### config.mk
export PLATFORM = sky130hd
export DESIGN_NAME = reg_subsys_top
export DESIGN_NICKNAME = d
export VERILOG_FILES = /design/src/common/cpu_regs_pkg.sv /design/src/design/apb_reg_port.sv /design/src/design/idx_addr.sv /design/src/design/reg_subsys_top.sv /design/src/regfile/cpu_regs.sv
export SDC_FILE = /design/constraint.sdc
export NUM_CORES = 2
export LEC_CHECK = 0
export ABC_AREA = 1
export BUFFER_PORTS_ARGS = -buffer_cell sky130_fd_sc_hd__buf_2
export CORE_MARGIN = 8
export CORE_UTILIZATION = 41
export CTS_CLUSTER_DIAMETER = 200
export CTS_CLUSTER_SIZE = 16
export DETAILED_ROUTE_END_ITERATION = 8
export PLACE_DENSITY_LB_ADDON = 0.15
export SLEW_MARGIN = 30
export SYNTH_ARGS = -nofsm -noshare
export SYNTH_HDL_FRONTEND = slang
export SYNTH_SLANG_ARGS = --single-unit
### constraint.sdc
create_clock -name clk -period 30.7 [get_ports clk]
set_input_delay 1.535 -clock clk [delete_from_list [all_inputs] [get_ports clk]]
set_output_delay 1.535 -clock clk [all_outputs]
set_load 0.1 [all_outputs]
### src/common/cpu_regs_pkg.sv
// shared types, register code nibbles and command encodings for the register subsystem
package cpu_regs_pkg;

    typedef logic [31:0] word_t;
    typedef logic [7:0]  byte_t;
    typedef logic [7:0]  reg_code_t;
    typedef logic [1:0]  rfp_t;

    // high nibble of a register code, banks 0 to 3 are absolute
    localparam logic [3:0] CODE_PREV = 4'hD;
    localparam logic [3:0] CODE_CUR  = 4'hE;
    localparam logic [3:0] CODE_PTR  = 4'hF;

    typedef enum logic [1:0] {
        SZ_BYTE = 2'd0,
        SZ_WORD = 2'd1,
        SZ_LONG = 2'd2
    } wr_size_e;

    // value 7 is left unassigned and rejected by the port
    typedef enum logic [2:0] {
        OP_WRITE    = 3'd0,
        OP_READ     = 3'd1,
        OP_RFP_INC  = 3'd2,
        OP_RFP_DEC  = 3'd3,
        OP_RFP_LOAD = 3'd4,
        OP_SP_DEC   = 3'd5,
        OP_IDX      = 3'd6
    } reg_op_e;

    typedef enum logic [1:0] {
        IDX_DISP    = 2'd0,
        IDX_POSTINC = 2'd1,
        IDX_PREDEC  = 2'd2
    } idx_mode_e;

    // command word layout, bits 18:0 of the CMD write
    typedef struct packed {
        logic [2:0] arg;
        logic       rsvd;
        reg_op_e    op;
        idx_mode_e  mode;
        wr_size_e   size;
        reg_code_t  code;
    } reg_cmd_t;

    typedef struct packed {
        logic      en;
        wr_size_e  size;
        reg_code_t code;
        word_t     data;
    } reg_wr_t;

    typedef struct packed {
        logic      inc;
        logic      dec;
        wr_size_e  size;
        reg_code_t code;
    } reg_step_t;

    // byte count of an access size
    function automatic word_t size_step(wr_size_e sz);
        case (sz)
            SZ_BYTE: return 32'd1;
            SZ_WORD: return 32'd2;
            default: return 32'd4;
        endcase
    endfunction

endpackage

### src/design/apb_reg_port.sv
// APB slave with register map, command decode into strobes and error response
module apb_reg_port import cpu_regs_pkg::*; #(
    parameter int ADDR_W = 12
) (
    input  logic              clk,
    input  logic              rst,
    input  logic [ADDR_W-1:0] paddr,
    input  logic              psel,
    input  logic              penable,
    input  logic              pwrite,
    input  word_t             pwdata,
    output word_t             prdata,
    output logic              pready,
    output logic              pslverr,
    output reg_cmd_t          cmd,
    output logic              cmd_valid,
    output reg_wr_t           wr,
    output reg_code_t         rd_code,
    output logic              rfp_inc,
    output logic              rfp_dec,
    output logic              rfp_load,
    output rfp_t              rfp_imm,
    output logic [2:0]        sp_dec,
    output logic [15:0]       disp,
    output byte_t             dmp_addr,
    input  word_t             rd_data,
    input  word_t             xsp,
    input  rfp_t              rfp,
    input  byte_t             dmp_data,
    input  word_t             ea,
    input  logic              ea_valid
);

    localparam logic [ADDR_W-1:0] A_DATA   = ADDR_W'('h400);
    localparam logic [ADDR_W-1:0] A_CMD    = ADDR_W'('h404);
    localparam logic [ADDR_W-1:0] A_XSP    = ADDR_W'('h408);
    localparam logic [ADDR_W-1:0] A_RFP    = ADDR_W'('h40C);
    localparam logic [ADDR_W-1:0] A_RESULT = ADDR_W'('h410);

    typedef enum logic [1:0] {
        ST_IDLE,
        ST_ACCESS,
        ST_DUMP_WAIT
    } state_e;

    state_e state;
    state_e state_nx;
    word_t  data_q;
    word_t  result_q;
    logic   in_dump;
    logic   dump_rd;
    logic   sel_data;
    logic   sel_cmd;
    logic   sel_stat;
    logic   op_ok;
    logic   acc_err;
    logic   xfer_ok;

    // address decode, only long aligned addresses exist
    assign in_dump  = paddr[1:0] == 2'b00 && paddr < A_DATA;
    assign dump_rd  = in_dump && !pwrite;
    assign sel_data = paddr == A_DATA;
    assign sel_cmd  = paddr == A_CMD;
    assign sel_stat = paddr == A_XSP || paddr == A_RFP || paddr == A_RESULT;
    assign cmd      = reg_cmd_t'(pwdata[18:0]);
    assign op_ok    = cmd.op <= OP_IDX;

    always_comb begin
        if (in_dump || sel_stat)
            acc_err = pwrite;
        else if (sel_data)
            acc_err = 1'b0;
        else if (sel_cmd)
            acc_err = !pwrite || !op_ok;
        else
            acc_err = 1'b1;
    end

    always_comb begin
        case (state)
            ST_IDLE:   state_nx = (psel && !penable) ? ST_ACCESS : ST_IDLE;
            // dump data is registered, so hold one extra cycle
            ST_ACCESS: state_nx = dump_rd ? ST_DUMP_WAIT : ST_IDLE;
            default:   state_nx = ST_IDLE;
        endcase
    end

    assign pready    = (state == ST_ACCESS && !dump_rd) || state == ST_DUMP_WAIT;
    assign pslverr   = pready && acc_err;
    assign xfer_ok   = pready && psel && penable && !acc_err;
    assign cmd_valid = xfer_ok && sel_cmd;

    // command strobes
    assign wr = '{
        en:   cmd_valid && cmd.op == OP_WRITE,
        size: cmd.size,
        code: cmd.code,
        data: data_q
    };
    assign rd_code  = cmd.code;
    assign rfp_inc  = cmd_valid && cmd.op == OP_RFP_INC;
    assign rfp_dec  = cmd_valid && cmd.op == OP_RFP_DEC;
    assign rfp_load = cmd_valid && cmd.op == OP_RFP_LOAD;
    assign rfp_imm  = cmd.arg[1:0];
    assign sp_dec   = (cmd_valid && cmd.op == OP_SP_DEC) ? cmd.arg : 3'd0;
    assign disp     = data_q[15:0];
    assign dmp_addr = paddr[9:2];

    always_comb begin
        prdata = '0;
        if (state == ST_DUMP_WAIT)
            prdata = {24'd0, dmp_data};
        else if (sel_data)
            prdata = data_q;
        else if (paddr == A_XSP)
            prdata = xsp;
        else if (paddr == A_RFP)
            prdata = {30'd0, rfp};
        else if (paddr == A_RESULT)
            prdata = result_q;
    end

    always_ff @(posedge clk or posedge rst) begin
        if (rst) begin
            state    <= ST_IDLE;
            result_q <= '0;
        end else begin
            state <= state_nx;
            // address arrives one cycle after its OP_IDX
            if (ea_valid)
                result_q <= ea;
            else if (cmd_valid && cmd.op == OP_READ)
                result_q <= rd_data;
        end
    end

    always_ff @(posedge clk) begin
        if (xfer_ok && sel_data && pwrite)
            data_q <= pwdata;
    end

    a_penable_after_psel: assert property (@(posedge clk) disable iff (rst)
        penable |-> psel && $past(psel))
        else $error("penable without a preceding setup phase");

endmodule

### src/design/idx_addr.sv
// indexed effective address generator with pointer update requests
module idx_addr import cpu_regs_pkg::*; (
    input  logic        clk,
    input  logic        rst,
    input  reg_cmd_t    cmd,
    input  logic        cmd_valid,
    input  logic [15:0] disp,
    input  word_t       ptr_data,
    output reg_step_t   step,
    output word_t       ea,
    output logic        ea_valid
);

    logic  is_idx;
    word_t stride;
    word_t ea_next;

    assign is_idx = cmd_valid && cmd.op == OP_IDX;
    assign stride = size_step(cmd.size);

    always_comb begin
        case (cmd.mode)
            // old pointer is the address
            IDX_POSTINC: ea_next = ptr_data;
            // address equals the new pointer
            IDX_PREDEC:  ea_next = ptr_data - stride;
            default:     ea_next = ptr_data + {{16{disp[15]}}, disp};
        endcase
    end

    // pointer update lands on the same edge as the address
    assign step = '{
        inc:  is_idx && cmd.mode == IDX_POSTINC,
        dec:  is_idx && cmd.mode == IDX_PREDEC,
        size: cmd.size,
        code: cmd.code
    };

    always_ff @(posedge clk or posedge rst) begin
        if (rst) begin
            ea_valid <= 1'b0;
        end else begin
            ea_valid <= is_idx;
        end
    end

    always_ff @(posedge clk) begin
        if (is_idx)
            ea <= ea_next;
    end

    a_idx_ptr_code: assert property (@(posedge clk) disable iff (rst)
        is_idx |-> cmd.code[7:4] == CODE_PTR)
        else $error("indexed command on a non-pointer register code");

endmodule

### src/design/reg_subsys_top.sv
// register subsystem top level joining the APB port, address generator and register file
module reg_subsys_top import cpu_regs_pkg::*; #(
    parameter int ADDR_W = 12
) (
    input  logic              clk,
    input  logic              rst,
    input  logic [ADDR_W-1:0] paddr,
    input  logic              psel,
    input  logic              penable,
    input  logic              pwrite,
    input  word_t             pwdata,
    output word_t             prdata,
    output logic              pready,
    output logic              pslverr
);

    reg_cmd_t    cmd;
    logic        cmd_valid;
    reg_wr_t     wr;
    reg_code_t   rd_code;
    logic        rfp_inc;
    logic        rfp_dec;
    logic        rfp_load;
    rfp_t        rfp_imm;
    logic [2:0]  sp_dec;
    logic [15:0] disp;
    byte_t       dmp_addr;
    word_t       rd_data;
    word_t       ptr_data;
    word_t       xsp;
    rfp_t        rfp;
    byte_t       dmp_data;
    reg_step_t   step;
    word_t       ea;
    logic        ea_valid;

    apb_reg_port #(
        .ADDR_W (ADDR_W)
    ) u_port (
        .clk      (clk),
        .rst      (rst),
        .paddr    (paddr),
        .psel     (psel),
        .penable  (penable),
        .pwrite   (pwrite),
        .pwdata   (pwdata),
        .prdata   (prdata),
        .pready   (pready),
        .pslverr  (pslverr),
        .cmd      (cmd),
        .cmd_valid(cmd_valid),
        .wr       (wr),
        .rd_code  (rd_code),
        .rfp_inc  (rfp_inc),
        .rfp_dec  (rfp_dec),
        .rfp_load (rfp_load),
        .rfp_imm  (rfp_imm),
        .sp_dec   (sp_dec),
        .disp     (disp),
        .dmp_addr (dmp_addr),
        .rd_data  (rd_data),
        .xsp      (xsp),
        .rfp      (rfp),
        .dmp_data (dmp_data),
        .ea       (ea),
        .ea_valid (ea_valid)
    );

    idx_addr u_idx (
        .clk      (clk),
        .rst      (rst),
        .cmd      (cmd),
        .cmd_valid(cmd_valid),
        .disp     (disp),
        .ptr_data (ptr_data),
        .step     (step),
        .ea       (ea),
        .ea_valid (ea_valid)
    );

    cpu_regs u_regs (
        .clk      (clk),
        .rst      (rst),
        .wr       (wr),
        .step     (step),
        .rd_code  (rd_code),
        .rfp_inc  (rfp_inc),
        .rfp_dec  (rfp_dec),
        .rfp_load (rfp_load),
        .rfp_imm  (rfp_imm),
        .sp_dec   (sp_dec),
        .dmp_addr (dmp_addr),
        .rd_data  (rd_data),
        .ptr_data (ptr_data),
        .xsp      (xsp),
        .rfp      (rfp),
        .dmp_data (dmp_data)
    );

endmodule

### src/regfile/cpu_regs.sv
// banked accumulator and pointer register file with bank pointer, stack decrement and dump port
module cpu_regs import cpu_regs_pkg::*; (
    input  logic       clk,
    input  logic       rst,
    input  reg_wr_t    wr,
    input  reg_step_t  step,
    input  reg_code_t  rd_code,
    input  logic       rfp_inc,
    input  logic       rfp_dec,
    input  logic       rfp_load,
    input  rfp_t       rfp_imm,
    input  logic [2:0] sp_dec,
    input  byte_t      dmp_addr,
    output word_t      rd_data,
    output word_t      ptr_data,
    output word_t      xsp,
    output rfp_t       rfp,
    output byte_t      dmp_data
);

    // four banks of sixteen bytes
    byte_t accs [0:63];
    // XIX, XIY, XIZ, XSP, little endian
    byte_t ptrs [0:15];

    reg_code_t  rd_sel;
    reg_code_t  wr_sel;
    logic       wr_acc;
    logic       wr_ptr;
    logic [3:0] lane_we;
    word_t      lane_data;
    logic       step_ptr;
    word_t      ptr_next;
    word_t      xsp_next;

    // map current and previous bank codes onto an absolute bank
    function automatic reg_code_t resolve(reg_code_t c, rfp_t bp);
        reg_code_t r;
        r = c;
        if (c[7:4] == CODE_CUR)
            r[7:4] = {2'b00, bp};
        else if (c[7:4] == CODE_PREV)
            r[7:4] = {2'b00, bp - 2'd1};
        return r;
    endfunction

    assign rd_sel   = resolve(rd_code, rfp);
    assign wr_sel   = resolve(wr.code, rfp);
    assign wr_acc   = wr_sel[7:6] == 2'b00;
    assign wr_ptr   = wr_sel[7:4] == CODE_PTR;
    assign step_ptr = step.code[7:4] == CODE_PTR;
    assign xsp      = {ptrs[15], ptrs[14], ptrs[13], ptrs[12]};
    assign xsp_next = xsp - word_t'(sp_dec);
    assign ptr_next = step.dec ? ptr_data - size_step(step.size)
                               : ptr_data + size_step(step.size);

    // aligned long holding the code, banks 4 to C read zero
    always_comb begin
        rd_data = '0;
        for (int i = 0; i < 4; i++) begin
            if (rd_sel[7:6] == 2'b00)
                rd_data[8*i +: 8] = accs[{rd_sel[5:2], 2'(i)}];
            else if (rd_sel[7:4] == CODE_PTR)
                rd_data[8*i +: 8] = ptrs[{rd_sel[3:2], 2'(i)}];
        end
    end

    // pointer seen by the address generator
    always_comb begin
        for (int i = 0; i < 4; i++)
            ptr_data[8*i +: 8] = ptrs[{step.code[3:2], 2'(i)}];
    end

    // byte lanes of the aligned long touched by a sized write
    always_comb begin
        case (wr.size)
            SZ_BYTE: begin
                lane_we   = 4'b0001 << wr_sel[1:0];
                lane_data = {4{wr.data[7:0]}};
            end
            SZ_WORD: begin
                lane_we   = wr_sel[1] ? 4'b1100 : 4'b0011;
                lane_data = {2{wr.data[15:0]}};
            end
            SZ_LONG: begin
                lane_we   = 4'b1111;
                lane_data = wr.data;
            end
            default: begin
                lane_we   = 4'b0000;
                lane_data = wr.data;
            end
        endcase
    end

    always_ff @(posedge clk or posedge rst) begin
        if (rst) begin
            for (int i = 0; i < 64; i++)
                accs[i] <= '0;
            for (int i = 0; i < 16; i++)
                ptrs[i] <= '0;
        end else begin
            for (int i = 0; i < 4; i++) begin
                if (wr.en && lane_we[i] && wr_acc)
                    accs[{wr_sel[5:2], 2'(i)}] <= lane_data[8*i +: 8];
                if (wr.en && lane_we[i] && wr_ptr)
                    ptrs[{wr_sel[3:2], 2'(i)}] <= lane_data[8*i +: 8];
                // post-increment or pre-decrement update
                if (step_ptr && (step.inc || step.dec))
                    ptrs[{step.code[3:2], 2'(i)}] <= ptr_next[8*i +: 8];
                if (sp_dec != 3'd0)
                    ptrs[{2'd3, 2'(i)}] <= xsp_next[8*i +: 8];
            end
        end
    end

    // bank pointer wraps modulo 4
    always_ff @(posedge clk or posedge rst) begin
        if (rst) begin
            rfp <= '0;
        end else if (rfp_load) begin
            rfp <= rfp_imm;
        end else if (rfp_inc) begin
            rfp <= rfp + 2'd1;
        end else if (rfp_dec) begin
            rfp <= rfp - 2'd1;
        end
    end

    // registered dump, one cycle after the index
    always_ff @(posedge clk) begin
        if (dmp_addr < 8'h40)
            dmp_data <= accs[dmp_addr[5:0]];
        else if (dmp_addr < 8'h50)
            dmp_data <= ptrs[dmp_addr[3:0]];
        else
            dmp_data <= '0;
    end

    a_rfp_single_op: assert property (@(posedge clk) disable iff (rst)
        $onehot0({rfp_inc, rfp_dec, rfp_load}))
        else $error("more than one bank pointer operation in a cycle");

    a_word_even: assert property (@(posedge clk) disable iff (rst)
        wr.en && wr.size == SZ_WORD |-> !wr.code[0])
        else $error("word write to an odd register code");

    a_wr_step_apart: assert property (@(posedge clk) disable iff (rst)
        wr.en && (step.inc || step.dec) |-> wr_sel[7:2] != step.code[7:2])
        else $error("write and pointer step hit the same register");

endmodule

==> impl_metrics.py <==
metrics = {
    "yosys": {
        "synth_compound_area_share_pct": 23.5,
        "synth_seq_area_share_pct": 39.8,
        "ys_top_cells_by_area": "dfrtp_1 35%, nand2_1 17%, o21ai_0 7.7%",
        "synthAdderAreaFrac_pct": 1.27,
        "synth-edff-count": 64,
        "muxShareOfSynthArea_pct": 0,
        "syn_area_um2": 47800,
        "synth_top_cell_by_area": "dfrtp_1",
        "synth-main-ff-cell": "dfrtp_1",
        "yosysWarnings": 0,
        "synth-xor-area-share_pct": 1.25,
        "synthSimpleGateAreaFrac_pct": 25.6,
        "yosysTopAreaCellShare_pct": 35.5,
        "synth_top_family_by_area": "simple AND/OR/NAND/NOR gates",
        "ys_types": 61,
        "syn_inst": 6751,
        "ys_seq_elements": 749,
        "syn_nets": 6846,
        "synth_area_per_cell_um2": 7.08,
        "postSynth.asyncResetShare_pct": 90.4,
    },
    "floorplan": {
        "die_y_um": 357,
        "io_pins": 83,
        "num_rows": 125,
        "dieWidth_um": 357,
        "die_area_um2": 128000,
        "start_util_pct": 41.2,
        "coreArea_um2": 116000,
    },
    "sta": {
        "fmax_mhz": 143,
        "setup_viol": 0,
        "hold_viol": 0,
        "finalCriticalPeriod_ns": 6.98,
        "finClkSkew_ns": 0.0430,
        "finalMaxSlewViolations": 0,
        "fin_crit_sh_pct": 22.7,
        "worst_slack_ns": 23.72,
        "relSlewSlack_pct": 26.2,
        "tightest_slew_ns": 1.11,
        "rsz0062_at_grt": "no",
        "finalSetupTns_ns": 0,
    },
    "cells_and_area": {
        "syn2layout_area_growth_pct": 6.67,
        "layout_common_cells": "2171 x nand2_1, 723 x o21ai_0, 677 x dfrtp_1",
        "stdcell_count": 8087,
        "layout_commonest_cell": "nand2_1",
        "utilization_pct": 44.0,
        "drive_gt1_share_pct": 6.22,
        "nets": 6642,
    },
    "setup_path": {
        "r2r_start": "u_port.state[0]",
        "r2r_slack_ns": 25.79,
        "crit_path_end_kind": "flip-flop",
        "r2r_cells": 27,
        "cpPeakStageDelay_ns": 0.73,
        "cpMostUsedCell": "nor2_1",
        "r2r-end": "u_regs.xsp[28]",
        "cp_max_fo": 29,
        "cp-start-kind": "primary input",
        "arrival_ns": 7.63,
        "cp_slowest_cell": "nor2_4",
        "path_class": "primary input to flip-flop",
        "required_ns": 31.35,
    },
    "cts": {
        "htree_levels": 2,
        "cts_buffers": 52,
        "cts-hold-fix-buffers": 0,
        "cts_setup_buffers": 0,
        "cts_resized": 0,
        "clk_latency_ns": 0.71,
        "tritoncts": "yes",
        "clk_pin_slew_ns": 0.08,
        "root_buffer": "clkbuf_16",
        "cts_sinks": 749,
        "cts_max_path_buffers": 3,
    },
    "route": {
        "drcViolationCount": 0,
        "post_drt_wl_per_cell_um": 31.3,
        "drt-pass1-iter-count": 8,
        "drt-initial-drc-count": 9210,
        "ant_nets": 0,
        "num_vias": 51900,
        "drt-total-wl_um": 253000,
        "viasPerCell": 6.42,
    },
    "placement": {
        "dp_hpwl_um": 177000,
        "dp_slack_ns": 23.29,
        "post-place-cells": 8013,
        "numPortBuffers": 82,
        "place.gp.congestion": 1.05,
    },
    "grt": {
        "grt-ovfl-total": 0,
        "antenna_found_initial": 16,
        "grt_util_all_layers_pct": 38.0,
        "grt_max_degree": 166,
        "first_global_vias": 45500,
        "grt_pass1_wl_um": 352000,
    },
    "power": {
        "irDropWorstVdd_uv": 46.3,
        "leakage_uw": 0.0227,
        "p_per_area_nw_per_um2": 38.7,
    },
    "min_path": {
        "hold_path.startpoint": "u_port.state[0]",
        "hold_path.class": "flip-flop to flip-flop",
        "whs_path_depth": 1,
        "hold_end": "u_port.state[0]",
    },
    "job": {
        "max_cap_viol_count": 0,
    },
    "outcome": {
        "status": "complete, no violations",
    },
}
-- per-stage QoR --
step	hold WS [ns]	area, um2	total power, uW
finish	0.450	51000	1970
global route	0.482	51000	2010
CTS	0.453	50900	1950
detailed placement	0.421	49500	1270
global placement	0.425	49500	1270
floorplan	0.406	47800	1150
-- worst max-delay path: cells and delay by family --
family,cells,cell delay (ns)
AND/OR/NAND/NOR,20,4.15
adder cells (fa/ha/maj),2,0.43
XOR/XNOR,1,0.15
buffers and inverters,7,1.33
-- worst max path at each step --
stage               cells after the start             end  slack, ns     start
detailed placement                     30  u_regs.xsp[28]      23.29  paddr[4]
CTS                                    32  u_regs.xsp[28]      24.01  paddr[4]
floorplan                               1  u_idx.ea_valid      10.19       rst
finish                                 30  u_regs.xsp[28]      23.72  paddr[4]
global placement                       31  u_regs.xsp[28]      23.41  paddr[4]
global route                           31  u_regs.xsp[28]      23.45  paddr[4]
-- area by class of cell --
cell class / count / area, um2
Fill cell: 12000 / 64900
Multi-Input combinational cell: 4976 / 25000
Sequential cell: 749 / 19000
Inverter: 551 / 2090
Tap cell: 1524 / 1910
Timing Repair Buffer: 217 / 1530
Clock buffer: 62 / 1340
Clock inverter: 4 / 50.0
Antenna cell: 4 / 10.0
-- Yosys cell counts, types with 10 or more instances --
master and instances:
nand3_1 364, nor3_1 25, a31oi_1 38, inv_2 12, o21ai_0 737, nand2_1 2178
buf_2 92, a22oi_1 200, ha_1 42, nand4_1 59, o221ai_1 45, nand2_4 29
buf_4 11, edfxtp_1 64, or2_2 10, o22ai_1 139, nor2_4 10, xnor2_1 11
a21oi_1 187, buf_1 55, clkbuf_1 309, xor2_1 57, inv_1 534, dfrtp_1 677
o21ai_1 286, o2111ai_1 45, nor2_1 237, o211ai_1 108, nand2_2 10, a221oi_1 63
-- metal layers --
layer | vias to the layer above | GRT usage (%) | share of wire (%)
li1 | 22400 | - | -
met4 | 8 | 18.3 | 5.9
met5 | - | 0 | 0.025
met2 | 4036 | 50.5 | 38
met1 | 24900 | 53.3 | 40
met3 | 607 | 14.7 | 16
-- registers in the layout, summed over array words and instances (netlist names) --
register,flops
u_idx.ea_valid,1
u_port.data_q,32
u_regs.accs,512
u_regs.rfp,2
u_regs.dmp_data,8
u_port.result_q,32
u_idx.ea,32
u_port.state,2
u_regs.ptrs,96
u_regs.xsp,32
-- where the power goes --
| group | internal (uW) | switching [uW] |
|---|---|---|
| registers | 999 | 0.352 |
| logic | 48.1 | 218 |
| clock network | 308 | 398 |
| total | 1350 | 617 |
-- cell families after synthesis --
family | Yosys count
and+or+nand+nor | 2962
adders and majority gates | 46
DFF | 749
buffers and inverters | 1026
xor gates and xnor gates | 68
AOI/OAI and AO/OA | 1900
No activity file was read; power rests on OpenSTA's default activity.
